[src/design/fetch_pkg.sv]
`default_nettype none

package fetch_pkg;

    typedef logic [31:0] addr_t;
    typedef logic [31:0] inst_t;
    typedef logic [15:0] parcel_t;
    typedef logic [31:0] offset_t;

    localparam addr_t RESET_PC = 32'h0000_0000;

    // Major opcodes of the 32-bit control transfers.
    localparam logic [6:0] OP_JAL    = 7'b1101111;
    localparam logic [6:0] OP_BRANCH = 7'b1100011;
    localparam logic [6:0] OP_JALR   = 7'b1100111;

    // Quadrant 1 funct3 codes.
    localparam logic [2:0] C1_JAL  = 3'b001; // RV32 only.
    localparam logic [2:0] C1_J    = 3'b101;
    localparam logic [2:0] C1_BEQZ = 3'b110;
    localparam logic [2:0] C1_BNEZ = 3'b111;

endpackage

`default_nettype wire

[src/design/predecode_if.sv]
`timescale 1ns/1ps
`default_nettype none

interface predecode_if;

    logic              is_jump;     // Unconditional, pc-relative.
    logic              is_branch;   // Conditional, pc-relative.
    logic              is_indirect; // Target comes from a register.
    fetch_pkg::offset_t offset;

    modport producer (
        output is_jump,
        output is_branch,
        output is_indirect,
        output offset
    );

    modport consumer (
        input is_jump,
        input is_branch,
        input is_indirect,
        input offset
    );

endinterface

`default_nettype wire

[src/design/fetch_ctrl.sv]
`timescale 1ns/1ps
`default_nettype none

module fetch_ctrl (
    input  wire                   clk,
    input  wire                   rst,
    output logic                  wb_cyc,
    output logic                  wb_stb,
    output fetch_pkg::addr_t      wb_adr,
    input  wire fetch_pkg::inst_t wb_rdata,
    input  wire                   wb_ack,
    output logic                  inst_valid,
    output fetch_pkg::inst_t      inst,
    output fetch_pkg::addr_t      inst_pc,
    input  wire                   inst_ready,
    input  wire                   redirect_valid,
    input  wire fetch_pkg::addr_t redirect_pc,
    input  wire fetch_pkg::addr_t pred_pc,
    input  wire                   stall_indirect
);

    typedef enum logic [1:0] {
        S_FETCH,
        S_HOLD,
        S_WAIT
    } state_t;

    state_t           state;
    logic             cyc;
    logic             discard;  // Open cycle belongs to a stale path.
    fetch_pkg::addr_t pc;       // Address on the bus, then of the held word.
    fetch_pkg::addr_t next_pc;  // Target parked until the bus is free.
    fetch_pkg::inst_t word;
    logic             ack;

    assign ack = cyc && wb_ack;

    always_ff @(posedge clk) begin
        if (rst) begin
            state   <= S_FETCH;
            cyc     <= 1'b0;
            discard <= 1'b0;
            pc      <= fetch_pkg::RESET_PC;
            next_pc <= fetch_pkg::RESET_PC;
        end else begin
            case (state)
                S_FETCH: begin
                    if (ack) begin
                        if (redirect_valid || discard) begin
                            cyc     <= 1'b1; // Restart right away.
                            discard <= 1'b0;
                            pc      <= redirect_valid ? redirect_pc : next_pc;
                        end else begin
                            cyc   <= 1'b0;
                            state <= S_HOLD;
                        end
                    end else if (redirect_valid) begin
                        if (cyc) begin
                            discard <= 1'b1;
                            next_pc <= redirect_pc;
                        end else begin
                            cyc <= 1'b1;
                            pc  <= redirect_pc;
                        end
                    end else if (!cyc) begin
                        cyc <= 1'b1; // First request out of reset.
                        pc  <= next_pc;
                    end
                end
                S_HOLD: begin
                    if (redirect_valid) begin
                        state <= S_FETCH; // Held word is dropped.
                        cyc   <= 1'b1;
                        pc    <= redirect_pc;
                    end else if (inst_ready) begin
                        if (stall_indirect) begin
                            state <= S_WAIT;
                        end else begin
                            state <= S_FETCH;
                            cyc   <= 1'b1;
                            pc    <= pred_pc;
                        end
                    end
                end
                S_WAIT: begin
                    if (redirect_valid) begin
                        state <= S_FETCH;
                        cyc   <= 1'b1;
                        pc    <= redirect_pc;
                    end
                end
                default: begin
                    state <= S_FETCH;
                end
            endcase
        end
    end

    always_ff @(posedge clk) begin
        if (state == S_FETCH && ack) begin
            word <= wb_rdata;
        end
    end

    assign wb_cyc     = cyc;
    assign wb_stb     = cyc;
    assign wb_adr     = pc;
    assign inst_valid = (state == S_HOLD);
    assign inst       = word;
    assign inst_pc    = pc;

endmodule

`default_nettype wire

[src/design/fetch_top.sv]
`timescale 1ns/1ps
`default_nettype none

module fetch_top (
    input  wire                   clk,
    input  wire                   rst,
    output logic                  wb_cyc,
    output logic                  wb_stb,
    output fetch_pkg::addr_t      wb_adr,
    input  wire fetch_pkg::inst_t wb_rdata,
    input  wire                   wb_ack,
    output logic                  inst_valid,
    output fetch_pkg::inst_t      inst,
    output fetch_pkg::addr_t      inst_pc,
    input  wire                   inst_ready,
    input  wire                   redirect_valid,
    input  wire fetch_pkg::addr_t redirect_pc
);

    fetch_pkg::addr_t pred_pc;
    logic             stall_indirect;

    predecode_if rv32_res ();
    predecode_if rvc_res ();

    fetch_ctrl u_ctrl (
        .clk            (clk),
        .rst            (rst),
        .wb_cyc         (wb_cyc),
        .wb_stb         (wb_stb),
        .wb_adr         (wb_adr),
        .wb_rdata       (wb_rdata),
        .wb_ack         (wb_ack),
        .inst_valid     (inst_valid),
        .inst           (inst),
        .inst_pc        (inst_pc),
        .inst_ready     (inst_ready),
        .redirect_valid (redirect_valid),
        .redirect_pc    (redirect_pc),
        .pred_pc        (pred_pc),
        .stall_indirect (stall_indirect)
    );

    rv32_predecode u_rv32 (
        .word (inst),
        .res  (rv32_res.producer)
    );

    // The compressed parcel is the low half of the held word.
    rvc_predecode u_rvc (
        .parcel (inst[15:0]),
        .res    (rvc_res.producer)
    );

    next_pc_select u_sel (
        .pc             (inst_pc),
        .word           (inst),
        .rv32_res       (rv32_res.consumer),
        .rvc_res        (rvc_res.consumer),
        .pred_pc        (pred_pc),
        .stall_indirect (stall_indirect)
    );

endmodule

`default_nettype wire

[src/design/next_pc_select.sv]
`timescale 1ns/1ps
`default_nettype none

module next_pc_select (
    input  wire fetch_pkg::addr_t pc,
    input  wire fetch_pkg::inst_t word,
    predecode_if.consumer         rv32_res,
    predecode_if.consumer         rvc_res,
    output fetch_pkg::addr_t      pred_pc,
    output logic                  stall_indirect
);

    logic               is_32;
    logic               is_jump;
    logic               is_branch;
    logic               taken;
    fetch_pkg::offset_t offset;
    fetch_pkg::addr_t   len;

    assign is_32 = (word[1:0] == 2'b11);

    always_comb begin
        if (is_32) begin
            is_jump        = rv32_res.is_jump;
            is_branch      = rv32_res.is_branch;
            stall_indirect = rv32_res.is_indirect;
            offset         = rv32_res.offset;
            len            = 32'd4;
        end else begin
            is_jump        = rvc_res.is_jump;
            is_branch      = rvc_res.is_branch;
            stall_indirect = rvc_res.is_indirect;
            offset         = rvc_res.offset;
            len            = 32'd2;
        end
    end

    // Backward branches taken, forward ones not.
    assign taken = is_jump || (is_branch && offset[31]);

    assign pred_pc = taken ? (pc + offset) : (pc + len);

endmodule

`default_nettype wire

[src/design/rv32_predecode.sv]
`timescale 1ns/1ps
`default_nettype none

module rv32_predecode (
    input wire fetch_pkg::inst_t word,
    predecode_if.producer         res
);

    fetch_pkg::offset_t j_imm;
    fetch_pkg::offset_t b_imm;
    logic [6:0]         opcode;

    assign opcode = word[6:0];

    // J-type immediate with bit 0 always zero.
    assign j_imm = {
        {11{word[31]}},
        word[31],
        word[19:12],
        word[20],
        word[30:21],
        1'b0
    };

    // B-type immediate.
    assign b_imm = {
        {19{word[31]}},
        word[31],
        word[7],
        word[30:25],
        word[11:8],
        1'b0
    };

    always_comb begin
        res.is_jump     = 1'b0;
        res.is_branch   = 1'b0;
        res.is_indirect = 1'b0;
        res.offset      = j_imm;
        case (opcode)
            fetch_pkg::OP_JAL: begin
                res.is_jump = 1'b1;
            end
            fetch_pkg::OP_BRANCH: begin
                res.is_branch = 1'b1;
                res.offset    = b_imm;
            end
            fetch_pkg::OP_JALR: begin
                res.is_indirect = 1'b1; // Target unknown here.
            end
            default: begin
            end
        endcase
    end

endmodule

`default_nettype wire

[src/design/rvc_predecode.sv]
`timescale 1ns/1ps
`default_nettype none

module rvc_predecode (
    input wire fetch_pkg::parcel_t parcel,
    predecode_if.producer           res
);

    logic [1:0]         quadrant;
    logic [2:0]         funct3;
    logic [4:0]         rs1;
    logic [4:0]         rs2;
    fetch_pkg::offset_t cj_imm;
    fetch_pkg::offset_t cb_imm;

    assign quadrant = parcel[1:0];
    assign funct3   = parcel[15:13];
    assign rs1      = parcel[11:7];
    assign rs2      = parcel[6:2];

    // CJ format holds imm[11|4|9:8|10|6|7|3:1|5] in bits 12 to 2.
    assign cj_imm = {
        {20{parcel[12]}},
        parcel[12],
        parcel[8],
        parcel[10:9],
        parcel[6],
        parcel[7],
        parcel[2],
        parcel[11],
        parcel[5:3],
        1'b0
    };

    // CB format holds imm[8|4:3] in bits 12 to 10 and imm[7:6|2:1|5] in bits 6 to 2.
    assign cb_imm = {
        {23{parcel[12]}},
        parcel[12],
        parcel[6:5],
        parcel[2],
        parcel[11:10],
        parcel[4:3],
        1'b0
    };

    always_comb begin
        res.is_jump     = 1'b0;
        res.is_branch   = 1'b0;
        res.is_indirect = 1'b0;
        res.offset      = cj_imm;
        if (quadrant == 2'b01) begin
            case (funct3)
                fetch_pkg::C1_J,
                fetch_pkg::C1_JAL: begin
                    res.is_jump = 1'b1;
                end
                fetch_pkg::C1_BEQZ,
                fetch_pkg::C1_BNEZ: begin
                    res.is_branch = 1'b1;
                    res.offset    = cb_imm;
                end
                default: begin
                end
            endcase
        end else if (quadrant == 2'b10 && funct3 == 3'b100) begin
            // C.JR and C.JALR; rs2 set means C.MV or C.ADD instead.
            res.is_indirect = (rs2 == 5'd0) && (rs1 != 5'd0);
        end
    end

endmodule

`default_nettype wire

[config.mk]
export PLATFORM = sky130hd
export DESIGN_NAME = fetch_top
export DESIGN_NICKNAME = d
export VERILOG_FILES = /design/src/design/fetch_pkg.sv /design/src/design/predecode_if.sv /design/src/design/fetch_ctrl.sv /design/src/design/fetch_top.sv /design/src/design/next_pc_select.sv /design/src/design/rv32_predecode.sv /design/src/design/rvc_predecode.sv
export SDC_FILE = /design/constraint.sdc
export NUM_CORES = 1
export LEC_CHECK = 0
export BUFFER_PORTS_ARGS = -buffer_cell sky130_fd_sc_hd__buf_2
export CAP_MARGIN = 0
export CORE_MARGIN = 3
export CORE_UTILIZATION = 56
export CTS_CLUSTER_SIZE = 28
export DETAILED_ROUTE_END_ITERATION = 6
export PLACE_DENSITY = 0.82
export SLEW_MARGIN = 20
export SYNTH_ARGS = -nofsm -noshare
export SYNTH_HDL_FRONTEND = slang
export SYNTH_HIERARCHICAL = 1
export SYNTH_SLANG_ARGS = --single-unit
[constraint.sdc]
create_clock -name clk -period 4.1 [get_ports clk]
set_input_delay 0.205 -clock clk [delete_from_list [all_inputs] [get_ports clk]]
set_output_delay 0.205 -clock clk [all_outputs]
set_load 0.03 [all_outputs]
# Word level (Yosys, flattened, before mapping)

Cells that the tools add are included.
Widths: inputs -> output; s select.

Add/subtract/negate cells: 2
Multipliers: 0
Divide/modulo/power cells: 0
Magnitude comparators: 0
Eq/ne operators: 21
Shifts and indexed selects: 0
Muxes and demuxes: 47
Bitwise gates (word level): 1
Reduce and logical (&&, ||, !) cells: 20

Operator list:

| kind               | number |
|---|---|
| $mux 32            | 12 |
| $pmux 32 s3        | 1 |
| $add 32x3->32      | 1 |
| $add 32x32->32     | 1 |
| $mux 1             | 22 |
| $mux 11            | 2 |
| $eq 7x7->1 const B | 3 |
| $mux 20            | 1 |
| $reduce_and 4->1   | 4 |
| $eq 3x3->1 const B | 4 |
| $mux 2             | 6 |
| $ne 3x3->1 const B | 3 |
| $eq 2x2->1 const B | 3 |
| $ne 2x2->1 const B | 3 |
| $pmux 2 s3         | 1 |
| $reduce_and 6->1   | 1 |
| $logic_and 1x1->1  | 5 |
| $logic_not 5->1    | 1 |
| $reduce_bool 5->1  | 1 |
| $eq 2x1->1 const B | 2 |
| $reduce_bool 2->1  | 2 |
| $reduce_or 2->1    | 2 |
| $eq 3x1->1 const B | 1 |
| $mux 3             | 1 |
| 7 further kinds    | 8 |

Register bits after elaboration: 100
Latch bits: 0
RAM bits: 0
Bits in read-only memories: 0
Input port bits: 69
Output and inout bits: 99
Memories: 0

# Logic depth before layout (Yosys ltp)

Depth in word-level cells: 12
Mapped depth: 18
Mapped depth without buffers: 16

# Modules after synthesis

Netlist, hierarchy kept.

Modules (own cells, without submodules):

| module         | times used | cells each | area each (sq um) |
|---|---|---|---|
| fetch_ctrl     | 1          | 471        | 4,605.7 |
| next_pc_select | 1          | 354        | 2,199.6 |
| rv32_predecode | 1          | 46         | 350.3 |
| rvc_predecode  | 1          | 50         | 327.8 |

# Worst setup path after synthesis

No wires, ideal clock.

Path kind: register to register
Start point: reg u_ctrl.word[4], in the netlist u_ctrl/inst[4]
End point: reg u_ctrl.pc[30], in the netlist u_ctrl/inst_pc[30]
Setup time: 0.139 ns
Arrival: 3.796 ns
Slack: 0.165 ns
Stages on the path, launching flop included: 18
Buffers on the path: 2
Path through: edfxtp_1 nand3b_1 or3_1 buf_2 buf_6 mux2_4 nand2_1 a21oi_1 ha_1 a21oi_2 o221a_2 o211ai_2 a41o_4 a31oi_4 o21ai_2 xnor2_1 a221oi_1 a311oi_1

Elaborated cells between the ends (all ways): 27

RTL lines:

| element                | line                 | source |
|---|---|---|
| start, declared        | fetch_ctrl.sv:33     | `fetch_pkg::inst_t word;` |
| start signal, assigned | fetch_ctrl.sv:101    | `word <= wb_rdata;` |
| $eq 7x7->1             | rv32_predecode.sv:40 | `case (opcode)` |
| $mux 20                | rv32_predecode.sv:40 |  |
| net rv32_res.offset[4] | predecode_if.sv:9    | `fetch_pkg::offset_t offset;` |
| $mux 32                | next_pc_select.sv:23 | `if (is_32) begin` |
| $add 32x32->32         | next_pc_select.sv:41 | `assign pred_pc = taken ? (pc + offset) : (pc + len);` |
| $mux 32                | next_pc_select.sv:41 |  |
| net pred_pc[30]        | fetch_top.sv:20      | `fetch_pkg::addr_t pred_pc;` |
| $mux 32                | fetch_ctrl.sv:76     | `if (stall_indirect) begin` |
| $mux 32                | fetch_ctrl.sv:75     | `end else if (inst_ready) begin` |
| $mux 32                | fetch_ctrl.sv:71     | `if (redirect_valid) begin` |
| $pmux 32 s3            | fetch_ctrl.sv:46     | `case (state)` |
| end signal, assigned   | fetch_ctrl.sv:52     | `pc <= redirect_valid ? redirect_pc : next_pc;` |
| end signal, assigned   | fetch_ctrl.sv:74     | `pc <= redirect_pc;` |
| end signal, assigned   | fetch_ctrl.sv:81     | `pc <= pred_pc;` |
| end, declared          | fetch_ctrl.sv:31     | `fetch_pkg::addr_t pc;` |

The timed path passes the listed nets, and every way through them passes these cells. The select of a mux whose other input is x is not followed.
A chain may end at the register's enable or synchronous reset.

# Final worst setup path

Start point: reg u_ctrl.word[3], in the netlist u_ctrl/inst[3]
End point: reg u_ctrl.pc[31], in the netlist u_ctrl/inst_pc[31]

Same word-level chain as after synthesis.

==> flow_metrics.tcl <==
set metrics [dict create \
    cp_max_fo 10 \
    dpl_cell_area_mm2 0.00785 \
    die_x_um 122 \
    crit_slowest_cell "a2111oi_4" \
    intPower_w 0.00199 \
    worstPathArrival_ns 4.21 \
    fp-row-count 41 \
    synth_area_leaders "dfxtp_1, edfxtp_1, a21oi_1" \
    hold_buffers 0 \
    htreeDepth 3 \
    slew_violations 0 \
    fin_cells 1156 \
    maxSlewHeadroom_pct 26.2 \
    drc 0 \
    fin_crit_ns 3.95 \
    final_common_cell "nand2_1" \
    drt.antenna.violating_nets 0 \
    hp-class "input pin to flop" \
    vias_per_cell 6.02 \
    cts_tree "yes" \
    floorplan.initialDensity_pct 58.4 \
    crit_chain "or2_4, or3_4, buf_6, mux2_4, nand2_1, a21oi_1, ha_2, nand3_2, nor3_2, nand3_2, a2111oi_4, a21oi_1, o21bai_2, xnor2_1, a221oi_2, a311oi_1" \
    synth-seq-cells 100 \
    cp-end-kind "flop" \
    grt_use_total_pct 26.9 \
    clk_pin_slew_ns 0.07 \
    antennaDiodeCount 0 \
    place_inst 1139 \
    power_leakage_nw 3.69 \
    first_global_vias 6089 \
    synth_top_area_cell "dfxtp_1" \
    antenna_found_initial 0 \
    p_clk_share_pct 31.4 \
    synth_cell_type_count 72 \
    crit_type "flop to flop" \
    drt_wl_total_um 20500 \
    pre_cts_ws_ns 0.135 \
    status "complete, no violations" \
    drive_above_1_share_pct 26.0 \
    power_density_mw_per_mm2 373 \
    cts_made_buffers 9 \
    core_region_area_mm2 0.0128 \
    fin_skew_ns 0.0113 \
    syn_nets 1027 \
    synth.avg_cell_area_um2 8.13 \
    finalSetupViolCount 0 \
    critical_path.top_delay_family "simple AND/OR/NAND/NOR gates" \
    nets 1086 \
    wl_per_cell_um 17.8 \
    vdd_ir_drop_max_v 0.000260 \
    syn_area_mm2 0.00748 \
    yosys.area.top_type_share_pct 18.2 \
    synth_async_sr_flop_share_pct 0 \
    dr.pass1.iters 6 \
    slowest_delay_ns 0.44 \
    cts_root_buf "clkbuf_16" \
    drtIter0Drc 614 \
    layout_common_cells "nand2_1, buf_2, a21oi_1" \
    max-cap-violations 0 \
    die_area_mm2 0.0148 \
    grt_max_degree 69 \
    cp.required_ns 4.36 \
    final_design_area_no_fill_mm2 0.00827 \
    globalplace.congestion 0.977 \
    power_switching_w 0.00109 \
    final_util_pct 64.5 \
    finalCritPeriodShare_pct 96.3 \
    clock_sink_count 100 \
    hold_violations 0 \
    fin_ws_ns 0.151 \
    syn_inst 921 \
    tightest_slew_ns 1.11 \
    grt_overflow 0 \
    cp.buffers_inverters 1 \
    synth_ff_type "dfxtp_1" \
    ioPinCount 168 \
    p_sw_share_pct 35.5 \
    startpoint_type "flop" \
    hpwl_um 15000 \
    yosysWarnings 6 \
    pwr-share-comb_pct 30.2 \
    grt_pass1_wl_um 31700 \
    port_buffers 167 \
    cts_buffer_depth 2 \
    syn2layout_area_growth_pct 10.5 \
    fmax_mhz 253 \
    yosysSeqAreaShare_pct 31.0 \
    synth-edff-count 32 \
    fill_cells 1150 \
    num_vias 6960 \
    die_y_um 122 \
    pwr-share-seq_pct 38.4 \
    rsz0062_at_grt "true" \
    clkLatencyLatePin_ns 0.36 \
    r2r_setup_slack_ns 0.15 \
]
-- layer usage --
| layer | part of all wire [%] | global-route usage [%] | up-vias |
|---|---|---|---|
| li1 | - | - | 3359 |
| met1 | 43 | 37.9 | 3233 |
| met2 | 46 | 42.0 | 333 |
| met3 | 8.9 | 6.22 | 35 |
| met4 | 2.2 | 7.14 | 0 |
| met5 | 0 | 0 | - |
-- metrics by stage --
step / hold WS [ns] / setup TNS [ns] / total power, W
6_report: 0.0205 / 0 / 0.00308
5_1_grt: 0.0115 / -0.0922 / 0.00321
4_1_cts: 0.00935 / 0 / 0.00308
3_5_place_dp: 0.383 / 0 / 0.00211
3_3_place_gp: 0.382 / 0 / 0.00210
2_1_floorplan: 0.304 / 0 / 0.00190
-- cells in the mapped netlist (all sizes together), types with 3 or more instances --
master	number
buf	102
a21o	18
or2	4
nor3	10
ha	36
o211ai	6
nor2	46
xor2	11
nor2b	4
mux2	5
a31oi	5
a21oi	135
edfxtp	32
a221oi	32
and2	3
xnor2	20
inv	16
o21bai	4
clkbuf	43
mux2i	32
o21ai	26
nand3	13
nand2	169
nor4	3
a311oi	34
nand4	9
dfxtp	68
-- final cells by class --
cell class              count  area, um2  share of cell area, %
multi-input cells         660       4300                   51.9
flip-flops and latches    100       2320                   28.1
repair buffers            193       1040                   12.6
clock buffers              10        250                   3.03
well taps                 172        215                   2.60
clock inverters             5       88.8                   1.07
inverters                  16       60.1                  0.726
-- final timing paths --
kind	start	endpoint	depth (start not counted)
max	u_ctrl/inst[3]	u_ctrl/inst_pc[31]	16
max reg2reg	u_ctrl/inst[3]	u_ctrl/inst_pc[31]	16
min reg2reg	u_ctrl/next_pc[6]	u_ctrl/next_pc[6]	2
min	wb_rdata[27]	u_ctrl/inst[27]	1
-- what timing repair did --
item | CTS | global route
setup endpoints to repair | 0 | 14
gates resized for setup | 0 | 17
buffers inserted | 0 | 2
-- state kept, by name, indices dropped and copies added (netlist names) --
signal,count
u_ctrl/inst,32
u_ctrl/state,2
u_ctrl/discard,1
u_ctrl/wb_cyc,1
u_ctrl/next_pc,32
u_ctrl/inst_pc,32
-- power by group through the flow --
stage | Combinational (W) | Sequential, W | Clock (W)
6_report | 0.000932 | 0.00118 | 0.000967
5_1_grt | 0.00101 | 0.00119 | 0.00101
4_1_cts | 0.000911 | 0.00118 | 0.000986
3_5_place_dp | 0.000907 | 0.00120 | 0
3_3_place_gp | 0.000898 | 0.00120 | 0
2_1_floorplan | 0.000620 | 0.00128 | 0
-- kinds of logic after synthesis --
group	count (synthesis)	share of synthesized area [%]
AOI/OAI and AO/OA	279	25.0
xor gates and xnor gates	31	3.63
adders and majority gates	37	6.29
buffers and inverters	161	12.7
DFF	100	31.0
muxes	37	5.13
other	2	0.100
and+or+nand+nor	274	16.1
(Power assumes the default switching activity.)
